## src/source/snake_pkg.sv

```systemverilog
// Snake game shared types
// Grid constants, coordinates and FSM encodings
`default_nettype none

package snake_pkg;

    // Board size in cells
    localparam int GRID_WIDTH  = 124;
    localparam int GRID_HEIGHT = 81;

    localparam int COORD_BITS    = 7;
    localparam int BODY_SEGMENTS = 5;  // Cells behind the head

    typedef logic [COORD_BITS-1:0] coord_t;

    // Start position, body trails to the left of the head
    localparam coord_t START_HEAD_X = 7'd8;
    localparam coord_t START_HEAD_Y = 7'd40;

    typedef struct packed {
        coord_t x;
        coord_t y;
    } position_t;

    // Segment 0 sits next to the head
    typedef position_t [BODY_SEGMENTS-1:0] body_t;

    typedef struct packed {
        logic clockwise;
        logic counter_clockwise;
    } turn_t;

    typedef enum logic [1:0] {HEAD_UP, HEAD_DOWN, HEAD_LEFT, HEAD_RIGHT} heading_t;

    typedef enum logic [2:0] {
        RESTART,
        IDLE,
        WAIT_TICK,
        MOVING,
        MOVE_DONE,
        GAME_OVER
    } game_state_t;

endpackage

`default_nettype wire

```

## src/source/game_control.sv

```systemverilog
// Game FSM, heading and collision check
`timescale 1ns/1ps
`default_nettype none

module game_control
    import snake_pkg::*;
(
    input  wire             clock_25,
    input  wire             reset,
    input  wire             game_tick,
    input  wire             press,
    input  wire turn_t      pending_turn,
    input  wire position_t  head,
    input  wire body_t      body,
    output heading_t        heading,
    output logic            restart,
    output logic            move,
    output logic            playing,
    output logic            game_over
);

    game_state_t              state;
    game_state_t              state_next;
    heading_t                 move_heading;  // Direction of the last step
    logic [BODY_SEGMENTS-1:0] body_hit;
    logic                     border_hit;
    logic                     collision;

    // Quarter turn, y grows downward
    function automatic heading_t rotate(heading_t dir, turn_t turn);
        heading_t rotated;
        rotated = dir;
        if (turn.clockwise) begin
            case (dir)
                HEAD_RIGHT: rotated = HEAD_DOWN;
                HEAD_DOWN:  rotated = HEAD_LEFT;
                HEAD_LEFT:  rotated = HEAD_UP;
                default:    rotated = HEAD_RIGHT;
            endcase
        end else if (turn.counter_clockwise) begin
            case (dir)
                HEAD_RIGHT: rotated = HEAD_UP;
                HEAD_UP:    rotated = HEAD_LEFT;
                HEAD_LEFT:  rotated = HEAD_DOWN;
                default:    rotated = HEAD_RIGHT;
            endcase
        end
        return rotated;
    endfunction

    always_ff @(posedge clock_25 or negedge reset) begin
        if (!reset)
            state <= RESTART;
        else
            state <= state_next;
    end

    always_comb begin
        state_next = state;
        case (state)
            RESTART:   state_next = IDLE;
            IDLE:      if (press) state_next = WAIT_TICK;
            WAIT_TICK: if (game_tick) state_next = MOVING;
            MOVING:    state_next = MOVE_DONE;
            MOVE_DONE: state_next = collision ? GAME_OVER : WAIT_TICK;
            GAME_OVER: if (press) state_next = RESTART;
            default:   state_next = RESTART;
        endcase
    end

    assign restart   = (state == RESTART);
    assign move      = (state == MOVING);
    assign playing   = (state == WAIT_TICK) || (state == MOVING) || (state == MOVE_DONE);
    assign game_over = (state == GAME_OVER);

    // Heading of the snake as laid out, so only the last press counts
    always_comb begin
        move_heading = heading;
        if (head.y == body[0].y) begin
            if (head.x > body[0].x)
                move_heading = HEAD_RIGHT;
            else if (head.x < body[0].x)
                move_heading = HEAD_LEFT;
        end else if (head.x == body[0].x) begin
            move_heading = (head.y < body[0].y) ? HEAD_UP : HEAD_DOWN;
        end
    end

    always_ff @(posedge clock_25 or negedge reset) begin
        if (!reset)
            heading <= HEAD_RIGHT;
        else if (restart)
            heading <= HEAD_RIGHT;
        else if (pending_turn != '0)
            heading <= rotate(move_heading, pending_turn);
    end

    always_comb begin
        for (int i = 0; i < BODY_SEGMENTS; i++)
            body_hit[i] = (head == body[i]);  // Head on its own body
    end

    // Border cell with the heading pointing off the board
    always_comb begin
        case (heading)
            HEAD_UP:    border_hit = (head.y == '0);
            HEAD_DOWN:  border_hit = (head.y == coord_t'(GRID_HEIGHT - 1));
            HEAD_LEFT:  border_hit = (head.x == '0);
            default:    border_hit = (head.x == coord_t'(GRID_WIDTH - 1));
        endcase
    end

    assign collision = (|body_hit) | border_hit;

endmodule

`default_nettype wire

```

## src/source/snake_body.sv

```systemverilog
// Snake head and body storage
`timescale 1ns/1ps
`default_nettype none

module snake_body
    import snake_pkg::*;
(
    input  wire            clock_25,
    input  wire            reset,
    input  wire            restart,
    input  wire            move,
    input  wire heading_t  heading,
    output position_t      head,
    output body_t          body
);

    // Straight body to the left of the start head
    function automatic body_t start_body();
        body_t segments;
        for (int i = 0; i < BODY_SEGMENTS; i++) begin
            segments[i].x = START_HEAD_X - coord_t'(i + 1);
            segments[i].y = START_HEAD_Y;
        end
        return segments;
    endfunction

    // One cell along dir, a coordinate at the edge of the board is held
    function automatic position_t step_head(position_t pos, heading_t dir);
        position_t stepped;
        stepped = pos;
        case (dir)
            HEAD_UP: begin
                if (pos.y != '0)
                    stepped.y = pos.y - 1'b1;
            end
            HEAD_DOWN: begin
                if (pos.y != coord_t'(GRID_HEIGHT - 1))
                    stepped.y = pos.y + 1'b1;
            end
            HEAD_LEFT: begin
                if (pos.x != '0)
                    stepped.x = pos.x - 1'b1;
            end
            HEAD_RIGHT: begin
                if (pos.x != coord_t'(GRID_WIDTH - 1))
                    stepped.x = pos.x + 1'b1;
            end
            default: stepped = pos;
        endcase
        return stepped;
    endfunction

    always_ff @(posedge clock_25 or negedge reset) begin
        if (!reset) begin
            head.x <= START_HEAD_X;
            head.y <= START_HEAD_Y;
            body   <= start_body();
        end else if (restart) begin
            head.x <= START_HEAD_X;  // Back to the start line
            head.y <= START_HEAD_Y;
            body   <= start_body();
        end else if (move) begin
            head <= step_head(head, heading);
            // Old head enters segment 0, the tail segment drops out
            body <= {body[BODY_SEGMENTS-2:0], head};
        end
    end

endmodule

`default_nettype wire

```

## src/source/snake_game_top.sv

```systemverilog
// Snake game control core
`timescale 1ns/1ps
`default_nettype none

module snake_game_top
    import snake_pkg::*;
(
    input  wire        clock_25,
    input  wire        reset,
    input  wire        right_button,
    input  wire        left_button,
    input  wire        game_tick,
    output position_t  head,
    output heading_t   heading,
    output logic       playing,
    output logic       game_over
);

    logic  press;
    turn_t pending_turn;
    logic  restart;
    logic  move;     // One cycle per game step
    body_t body;

    turn_input turn_input_inst (
        .clock_25     (clock_25),
        .reset        (reset),
        .right_button (right_button),
        .left_button  (left_button),
        .restart      (restart),
        .move         (move),
        .playing      (playing),
        .press        (press),
        .pending_turn (pending_turn)
    );

    snake_body snake_body_inst (
        .clock_25 (clock_25),
        .reset    (reset),
        .restart  (restart),
        .move     (move),
        .heading  (heading),
        .head     (head),
        .body     (body)
    );

    game_control game_control_inst (
        .clock_25     (clock_25),
        .reset        (reset),
        .game_tick    (game_tick),
        .press        (press),
        .pending_turn (pending_turn),
        .head         (head),
        .body         (body),
        .heading      (heading),
        .restart      (restart),
        .move         (move),
        .playing      (playing),
        .game_over    (game_over)
    );

endmodule

`default_nettype wire

```

## src/source/turn_input.sv

```systemverilog
// Button conditioning and pending turn
`timescale 1ns/1ps
`default_nettype none

module turn_input
    import snake_pkg::*;
(
    input  wire   clock_25,
    input  wire   reset,
    input  wire   right_button,
    input  wire   left_button,
    input  wire   restart,
    input  wire   move,
    input  wire   playing,
    output logic  press,
    output turn_t pending_turn
);

    logic [1:0] right_shift;  // Sampled button history
    logic [1:0] left_shift;
    logic       right_edge;
    logic       left_edge;

    // Rising edge is taken once the level has passed the first stage
    always_ff @(posedge clock_25 or negedge reset) begin
        if (!reset) begin
            right_shift <= 2'b00;
            left_shift  <= 2'b00;
            right_edge  <= 1'b0;
            left_edge   <= 1'b0;
        end else begin
            right_shift <= {right_shift[0], right_button};
            left_shift  <= {left_shift[0], left_button};
            right_edge  <= right_shift[0] & ~right_shift[1];
            left_edge   <= left_shift[0] & ~left_shift[1];
        end
    end

    assign press = right_edge | left_edge;

    // Last press wins until the next move consumes it
    always_ff @(posedge clock_25 or negedge reset) begin
        if (!reset) begin
            pending_turn <= '0;
        end else if (restart) begin
            pending_turn <= '0;
        end else if (playing && press) begin
            // Both buttons together cancel the turn
            pending_turn.clockwise         <= right_edge & ~left_edge;
            pending_turn.counter_clockwise <= left_edge & ~right_edge;
        end else if (move) begin
            pending_turn <= '0;
        end
    end

endmodule

`default_nettype wire

```

## config.mk

```make
export PLATFORM = sky130hd
export DESIGN_NAME = snake_game_top
export DESIGN_NICKNAME = d
export VERILOG_FILES = /design/src/source/snake_pkg.sv /design/src/source/game_control.sv /design/src/source/snake_body.sv /design/src/source/snake_game_top.sv /design/src/source/turn_input.sv
export SDC_FILE = /design/constraint.sdc
export NUM_CORES = 1
export LEC_CHECK = 0
export BUFFER_PORTS_ARGS = -buffer_cell sky130_fd_sc_hd__buf_4
export CAP_MARGIN = 25
export CORE_MARGIN = 3
export CORE_UTILIZATION = 50
export DETAILED_ROUTE_END_ITERATION = 7
export PLACE_DENSITY = 0.65
export SETUP_SLACK_MARGIN = 0.2
export SYNTH_ARGS = -nofsm -noshare
export SYNTH_HDL_FRONTEND = slang
export SYNTH_SLANG_ARGS = --single-unit
```

## constraint.sdc

```tcl
create_clock -name clock_25 -period 2.6 [get_ports clock_25]
set_clock_uncertainty 0.15 [all_clocks]
set_input_delay 0.39 -clock clock_25 [delete_from_list [all_inputs] [get_ports clock_25]]
set_output_delay 0.39 -clock clock_25 [all_outputs]
set_load 0.03 [all_outputs]
```

# Word level (Yosys, flattened, before mapping)
# Cells that the tools add are included.
# totals
ff_bits	97
in_bits	5
output_inout_bits	18
elab_cells	116
# classes
addsub	4
n_lt_le_gt_ge	3
n_eq_ne	29
mux	30
bitwise	10
n_reduce_logical	20
# op_table
op	count
$mux W70	2
$eq A14 B14 Y1	5
$mux W14	2
$mux W7	4
$pmux W7 S2	2
$mux W2	11
$pmux W3 S6	1
$add A7 B1 Y7 const B	2
$eq A7 B7 Y1	2
$eq A7 B7 Y1 const B	2
$logic_not A7 Y1	2
$lt A7 B7 Y1	2
$ne A7 B7 Y1 const B	2
$reduce_bool A7 Y1	2
$sub A7 B1 Y7 const B	2
$mux W3	4
$pmux W2 S3	2
$ne A3 B2 Y1 const B	3
$reduce_bool A3 Y1	3
$eq A2 B2 Y1 const B	4
$reduce_and A4 Y1	2
$gt A7 B7 Y1	1
$eq A3 B2 Y1 const B	2
$eq A3 B3 Y1 const B	2
17 further kinds	30

# Longest topological paths before layout
# Gate-level depths: netlist of the first run.
# depth
depth_word	10
mapped_depth	13
ltp_nobuf	12

# Hierarchy
# A second synthesis of the first run with hierarchy kept.
# hier_totals
hier_cells	561
area_unflattened_um2	5755.5
# modules_own_cells
module	instances	cells_each	area_per_inst_um2	seq_area_each_um2
snake_body	1	351	3980.1	2130.8
game_control	1	193	1519.0	127.6
turn_input	1	17	256.5	200.2

# Least setup slack after synthesis of the first run
# No wires, ideal clock.
# synth_path
kind	register to register
from	reg snake_body_inst.head[0] (netlist name)
to	reg game_control_inst.heading[0]
setup_time_ps	84
t_arrival_ps	2614
required_ps	2366
setup_slack_ps	-248
path_stages_with_launch	14
path_buffers	1
synth_period_minus_slack_ps	2848
cell_sequence	dfrtp_1 > buf_2 > inv_1 > ha_1 > nand3_1 > nor2_1 > or2_2 > nand2_1 > nor2_1 > a221o_1 > ha_1 > nor3b_1 > a211o_1 > nand2_1
# synth_between
elab_chain_len	10
word_cells_on_any_way	15
cone_classes	order compare (1); eq/ne (4); mux (9); reduce/logical (1)
# synth_lines
element	line	rtl
$lt A7 B7 Y1	game_control.sv:85	move_heading = (head.y < body[0].y) ? HEAD_UP : HEAD_DOWN;
$mux W1	game_control.sv:85	
$mux W2	game_control.sv:84	end else if (head.x == body[0].x) begin
$mux W2 (*)	game_control.sv:79	if (head.y == body[0].y) begin
$eq A2 B2 Y1 / $logic_not A2 Y1 (equally long branches)	game_control.sv:34, game_control.sv:41	
$pmux W2 S3	game_control.sv:41	case (dir)
$mux W2	game_control.sv:40	end else if (turn.counter_clockwise) begin
$mux W2 (*)	game_control.sv:33	if (turn.clockwise) begin
$mux W2 (*)	game_control.sv:94	else if (pending_turn != '0)
$mux W2 (*)	game_control.sv:92	else if (restart)
to (signal assigned)	game_control.sv:95	heading <= rotate(move_heading, pending_turn);
to (decl)	game_control.sv:15	output heading_t heading,
# Mark *: on every way between the ends. The rest lies on a longest branch, timed or not. The select of a mux whose other input is x is not followed.
# A chain may end at the register's enable or synchronous reset.

# Final worst setup path of the first run
# layout_path
from	reg snake_body_inst.head[12] (netlist name)
to	reg game_control_inst.heading[0]
# layout_between
elab_chain_len	10
word_cells_on_any_way	17
cone_classes	order compare (2); eq/ne (4); mux (10); reduce/logical (1)
# layout_lines
element	line	rtl
$lt A7 B7 Y1	game_control.sv:82	else if (head.x < body[0].x)
$mux W2	game_control.sv:82	
$mux W2	game_control.sv:80	if (head.x > body[0].x)
$mux W2 (*)	game_control.sv:79	
$eq A2 B2 Y1 / $logic_not A2 Y1 (equally long branches)	game_control.sv:34, game_control.sv:41	
$pmux W2 S3	game_control.sv:41	
$mux W2	game_control.sv:40	
$mux W2 (*)	game_control.sv:33	
$mux W2 (*)	game_control.sv:94	
$mux W2 (*)	game_control.sv:92	
# Marked as above.

==> results.md, run 1 <==
* Data required time at the worst endpoint at 2.75 ns
* DIE HEIGHT at 109 um
* Wirelength per Cell at 18.3 um
* Mean cell area of the mapped netlist at 10.4 um^2
* Min-Delay Path Class: in2reg
* Largest voltage drop on the vdd net at 0.00114 V
* Share of flip-flops with an asynchronous set or reset at 100%
* Detailed router's first-iteration violation count at 235
* Cell type with the highest aggregate area in the netlist: dfrtp_1
* Synth Flop Type: dfrtp_1
* Overflow left after global routing at 0
* Crit path time final at 2.59 ns
* Global-route wire length before repair at 20.7 mm
* Total area of multi-input combinational cells at 2860 um^2
* Count of final setup violators at 0
* Post-route setup slack at 0.0122 ns
* Number of buffers between clock root and the deepest sink at 2
* Tot GR Track Use at 22.6%
* Worst-path clk slew at 0.09 ns
* Post-synth EDFFs at 0
* Number of routed nets with antenna violations at 0
* Max FO, Critical Path at 3
* Port Buf Inserts at 22
* Number of remaining DRC errors at 0
* Initial Utilization at 52.8%
* Commonest non-fill, non-tap cell in the layout: buf_4
* Number of nets in the synthesized netlist at 542
* Clock tree from TritonCTS: built
* Hold WS at 0.133 ns
* Cell at the root of the clock tree: clkbuf_8
* Via count of the first global-routing pass at 4069
* Synthesis-to-finish area growth at 20.6%
* Synth Warn # at 0
* Count of endpoints failing hold in the final timing report at 0
* Normalized max-slew margin at 64.6%
* Critical path start-end classification: reg2reg
* Worst EP arrival at 2.74 ns
* Antenna Diode Count at 0
* Startpoint class of the critical path: flop
* Largest net degree at the start of global routing at 47
* Commonest cells after routing, fill and taps aside: 67 x buf_4, 66 x dfrtp_1, 58 x xnor2_1, 33 x a22o_1, 31 x nand2_1
* Num ports at 23
* Initial antenna violation count at 0
* Gate Count Post-Synth at 509
* Sinks on the clock net at 97
* Ranking of synthesized cells by area: dfrtp_1 34%, dfstp_2 12%, xnor2_1 9.8%
* Slew of the pin with the lowest slew margin at 0.531 ns
* Total area of sequential cells at 2470 um^2
* Number of fill cells at 844
* Mapped Area at 5280 um^2
* Pwr/cell area at 1310 nW/um^2
* Period utilisation layout at 99.5%
* FF+latch count, synth at 97
* Core footprint at 10000 um^2
* Total Routed Length at 12.8 mm
* Routability congestion estimate at 0.882
* Area fraction of the dominant cell type after synthesis at 34.1%
* Instance area at placement at 5760 um^2
* CTS HTree Levels at 3
* Cts bufs inserted at 9
* Number of distinct library cells after synthesis at 59
* CP Capture Type: flop
* Setup repair after global routing missed its margin: true
* Static leakage at 2.68 nW
* DPL Wire Length at 8.60 mm
* NumNets Final at 593
* Share of synthesized area occupied by flip-flops and latches at 46.6%
* Vias per std cell at 5.79
* Number of maximum-capacitance constraint violations at 0
* Vias after detailed routing at 4043
* Initial DRT Pass Iterations at 4
* Fmax at 0.386 GHz
* Pre-CTS setup slack at -0.0922 ns
* Clock network latency to the later pin of the worst-skew pair at 0.36 ns
* Final Slew Violations at 0
* Non-Filler Cell Area, Final at 6360 um^2
* Fraction of final layout cells with drive strength greater than 1 at 31.2%
* Number of rows created at floorplan at 36
* Final core area utilization at 63.6%
* Area of the die at 11800 um^2
* Result of the run: complete, no violations
* Chip Width at 109 um
[worst max-delay path: stages, from the launching register on]
cell	delay [ns]
dfrtp_2	0.44
ha_4	0.27
and4_4	0.23
nand4_1	0.13
or2_4	0.30
nand2_1	0.07
nor2_1	0.05
a221o_1	0.30
ha_4	0.29
nor3b_2	0.04
a211o_1	0.23
nand2_1	0.06
[cell usage after synthesis, types with 8 or more instances]
master	count
nand3_1	9
o22a_1	11
buf_2	11
nand2_1	33
o21ai_0	32
a22o_1	33
dfrtp_1	72
nor2b_1	8
dfstp_2	25
clkbuf_1	14
inv_1	29
nor2_1	19
ha_1	26
xnor2_1	59
a21oi_1	19
nand4_1	15
[cells by family after synthesis]
logic type,after synthesis,share of synthesized area (%)
XOR/XNOR,62,10.3
adder cells (fa/ha/maj),28,6.92
AO/OA/AOI/OAI,141,19.3
buffers and inverters,64,5.33
AND/OR/NAND/NOR,116,11.4
multiplexers,1,0.190
flip-flops,97,46.6
[cell type report]
| type | instances | share of cell area, % |
|---|---|---|
| Timing Repair Buffer | 74 | 9.28 |
| Multi-Input combinational cell | 348 | 44.9 |
| Clock inverter | 4 | 0.315 |
| Sequential cell | 97 | 38.8 |
| Inverter | 30 | 1.85 |
| Clock buffer | 12 | 2.28 |
| Tap cell | 133 | 2.62 |
[metrics by stage]
step | power, mW | setup TNS (ns) | std cells
6_report | 8.32 | 0 | 698
5_1_grt | 8.94 | -0.0732 | 698
4_1_cts | 7.91 | -0.00988 | 689
3_5_place_dp | 6.66 | -0.103 | 660
3_3_place_gp | 6.56 | 0 | 660
2_1_floorplan | 5.43 | 0 | 509
[flip-flops by register name, summed over array words and instances, names as in the netlist]
register and flops:
snake_body_inst.body 70, snake_body_inst.head 14, game_control_inst.state 3, game_control_inst.heading 2, turn_input_inst.left_shift 2, turn_input_inst.pending_turn 2
turn_input_inst.right_shift 2, turn_input_inst.left_edge 1, turn_input_inst.right_edge 1
[what timing repair did]
action                                  CTS  global route
buffers inserted                         10             9
pin swaps                                15            31
hold endpoints to repair                 25             0
gates resized for setup                  17            31
hold buffers                              3             0
endpoints found under the setup margin    4            11
[report_power, final]
group | leakage, nW | switching, mW | internal (mW)
clock | 0.0899 | 0.512 | 0.370
combinational | 1.36 | 2.90 | 2.26
sequential | 1.23 | 0.350 | 1.93
[metal layers]
layer | GRT usage, % | share of wire, % | wire (um) | up-vias
li1 | - | - | - | 1914
met1 | 31.1 | 46 | 5940 | 2003
met2 | 35.6 | 47 | 6040 | 98
met3 | 3.67 | 3.7 | 469 | 28
met4 | 9.20 | 2.6 | 329 | 0
met5 | 0 | 0 | 0 | -
[path summary, 6_finish.rpt]
path / cells after the start / endpoint / slack [ns] / startpoint
max: 11 / game_control_inst.heading[0] / 0.01 / snake_body_inst.head[12]
min: 3 / game_control_inst.state[0] / 0.13 / game_tick
max reg2reg: 11 / game_control_inst.heading[0] / 0.01 / snake_body_inst.head[12]
min reg2reg: 0 / turn_input_inst.left_shift[1] / 0.22 / turn_input_inst.left_shift[0]
max in group asynchronous: 3 / snake_body_inst.body[8] / 1.21 / reset
min in group asynchronous: 2 / snake_body_inst.body[29] / 0.36 / reset
Note: power is estimated with default switching activity, not from simulation.
==> run 2: changes to the inputs <==
--- a/config.mk
+++ b/config.mk
@@ -8,9 +8,9 @@
 export BUFFER_PORTS_ARGS = -buffer_cell sky130_fd_sc_hd__buf_4
 export CAP_MARGIN = 25
 export CORE_MARGIN = 3
-export CORE_UTILIZATION = 50
+export CORE_UTILIZATION = 38
 export DETAILED_ROUTE_END_ITERATION = 7
-export PLACE_DENSITY = 0.65
+export PLACE_DENSITY = 0.52
 export SETUP_SLACK_MARGIN = 0.2
 export SYNTH_ARGS = -nofsm -noshare
 export SYNTH_HDL_FRONTEND = slang
==> run 2 against run 1 <==
  * Register-to-register slack better by 0.02 ns
  * Via count down 3.6%
  * Largest power group unchanged
  * Global-route usage down 4.2 points
  * Non-clock buffer count down 2
  * Core utilization down 14 points
  * Largest cell class unchanged
  * Die area up 30%
  * Fmax up 0.69%
  * Clock power up 88%
  * Clock-buffer cell count down 1
  * Flip-flop and latch count unchanged
  * First-iteration DRC count down 11%
==> results.md, run 2 (same netlist as run 1, synthesis figures left out) <==
* Clock tree from TritonCTS: built
* Switching Fraction at 41.9%
* Synthesis-to-finish area growth at 25.2%
* Worst reg2reg path startpoint: snake_body_inst.body[5]
* Num ports at 23
* Min-Delay Path Class: in2reg
* DIE HEIGHT at 124 um
* Final Slew Violations at 0
* Worst min-delay path startpoint: game_tick
* Wirelength per Cell at 17.6 um
* Fraction of final layout cells with drive strength greater than 1 at 31.2%
* Result of the run: complete, no violations
* Overflow left after global routing at 0
* Pwr/cell area at 1370 nW/um^2
* Commonest non-fill, non-tap cell in the layout: dfrtp_1
* Vias per std cell at 5.27
* Normalized max-slew margin at 65.6%
* Largest register by flop count: snake_body_inst.body
* Setup repair after global routing missed its margin: true
* Largest net degree at the start of global routing at 47
* Slew of the pin with the lowest slew margin at 0.515 ns
* Gate power share at 56.7%
* DPL Wire Length at 9.04 mm
* Count of final setup violators at 0
* CTS HTree Levels at 3
* Sinks on the clock net at 97
* Chip Width at 124 um
* Initial DRT Pass Iterations at 4
* Count of endpoints failing hold in the final timing report at 0
* Port Buf Inserts at 22
* Number of remaining DRC errors at 0
* Startpoint class of the critical path: flop
* Static leakage at 2.78 nW
* Top flop regs: snake_body_inst.body: 70 flops, snake_body_inst.head: 14 flops, game_control_inst.state: 3 flops
* Max FFs per register at 70
* Clock Power Share at 18.3%
* Net load switching power at 3.80 mW
* Fmax at 0.389 GHz
* Worst-path clk slew at 0.07 ns
* Non-Filler Cell Area, Final at 6610 um^2
* Cts bufs inserted at 9
* CP max stage delay at 0.51 ns
* Part of the power in registers at 25.0%
* Critical path launch point: snake_body_inst.body[5]
* Number of buffers between clock root and the deepest sink at 2
* Number of routed nets with antenna violations at 0
* Number of rows created at floorplan at 42
* Critical path's slowest cell: dfstp_2
* Tot GR Track Use at 18.4%
* Cells traversed along the worst timing path: inv_1 > ha_4 > nand4_1 > nor2_2 > or2_4 > nor2_1 > a221o_1 > ha_4 > nor3b_2 > a211o_1 > nand2_1
* Initial antenna violation count at 0
* Total Routed Length at 13.0 mm
* Most frequent cell on the critical path: ha_4
* Cell at the root of the clock tree: clkbuf_16
* Routability congestion estimate at 0.825
* Largest voltage drop on the vdd net at 0.000612 V
* Global-route wire length before repair at 21.7 mm
* Worst path bufs/invs at 1
* Crit path time final at 2.57 ns
* Worst EP arrival at 2.71 ns
* Vias after detailed routing at 3898
* Max FO, Critical Path at 5
* Crit path max-delay family: simple AND/OR/NAND/NOR gates
* NumNets Final at 592
* Critical path start-end classification: reg2reg
* Core footprint at 13400 um^2
* Data required time at the worst endpoint at 2.74 ns
* Detailed router's first-iteration violation count at 210
* Post-layout instance count excluding filler cells at 740
* Commonest cells after routing, fill and taps aside: 66 x dfrtp_1, 65 x buf_4, 58 x xnor2_1, 33 x a22o_1, 30 x nand2_1
* Number of maximum-capacitance constraint violations at 0
* Final core area utilization at 49.3%
* Via count of the first global-routing pass at 4089
* CP Capture Type: flop
* Internal power summed over all cells at 5.26 mW
* Period utilisation layout at 98.9%
* Initial Utilization at 39.4%
* Antenna Diode Count at 0
* Area of the die at 15300 um^2
* # placed instances at 708
* Clock network latency to the later pin of the worst-skew pair at 0.34 ns
* Instance area at placement at 5850 um^2
## run 2: final cells by class
type	instances	area, um^2
Inverter	30	118
Clock buffer	11	253
Timing Repair Buffer	72	581
Multi-Input combinational cell	349	2850
Tap cell	176	220
Clock inverter	5	125
Fill cell	1217	6790
Sequential cell	97	2470
## run 2: metal layers
| layer | vias to the layer above | track usage, % | wire, um |
|---|---|---|---|
| met5 | - | 0 | 0 |
| li1 | 1909 | - | - |
| met2 | 55 | 29.5 | 6340 |
| met4 | 0 | 5.54 | 55 |
| met3 | 2 | 3.81 | 413 |
| met1 | 1932 | 25.1 | 6230 |
## run 2: per-stage QoR
step                worst slack (ns)  power (mW)  setup TNS [ns]  hold slack, ns
finish                        0.0299        9.06               0           0.151
global route                 -0.0710        9.76          -0.108           0.153
CTS                         -0.00713        8.87        -0.00713           0.131
detailed placement           -0.0872        6.76          -0.102           0.208
global placement             -0.0682        6.70         -0.0719           0.200
floorplan                     0.0425        5.43               0         -0.0556
## run 2: timing repair
item	4_1_cts	5_1_grt
setup endpoints to repair	4	9
hold endpoints to repair	28	0
setup buffers	9	3
gates resized for setup	25	21
pin swaps	11	12
gates cloned	1	0
hold buffers	3	0
## run 2: worst paths after layout
kind	to	slack (ns)	cells past startpoint
max	game_control_inst.heading[0]	0.03	11
min	game_control_inst.state[0]	0.15	3
max reg2reg	game_control_inst.heading[0]	0.03	11
min reg2reg	turn_input_inst.left_shift[1]	0.22	0
max in group asynchronous	snake_body_inst.body[63]	1.19	3
min in group asynchronous	snake_body_inst.body[29]	0.40	2
## run 2: tightest hold or removal path, stage by stage
cell	delay, ns
buf_4	0.11
nand2_1	0.05
a22oi_1	0.05
## run 2: power groups by stage
stage	logic (mW)	clock network, mW	registers (mW)
floorplan	3.03	0	2.40
global placement	4.42	0	2.28
detailed placement	4.47	0	2.28
CTS	4.91	1.70	2.26
global route	5.68	1.76	2.32
finish	5.13	1.66	2.27
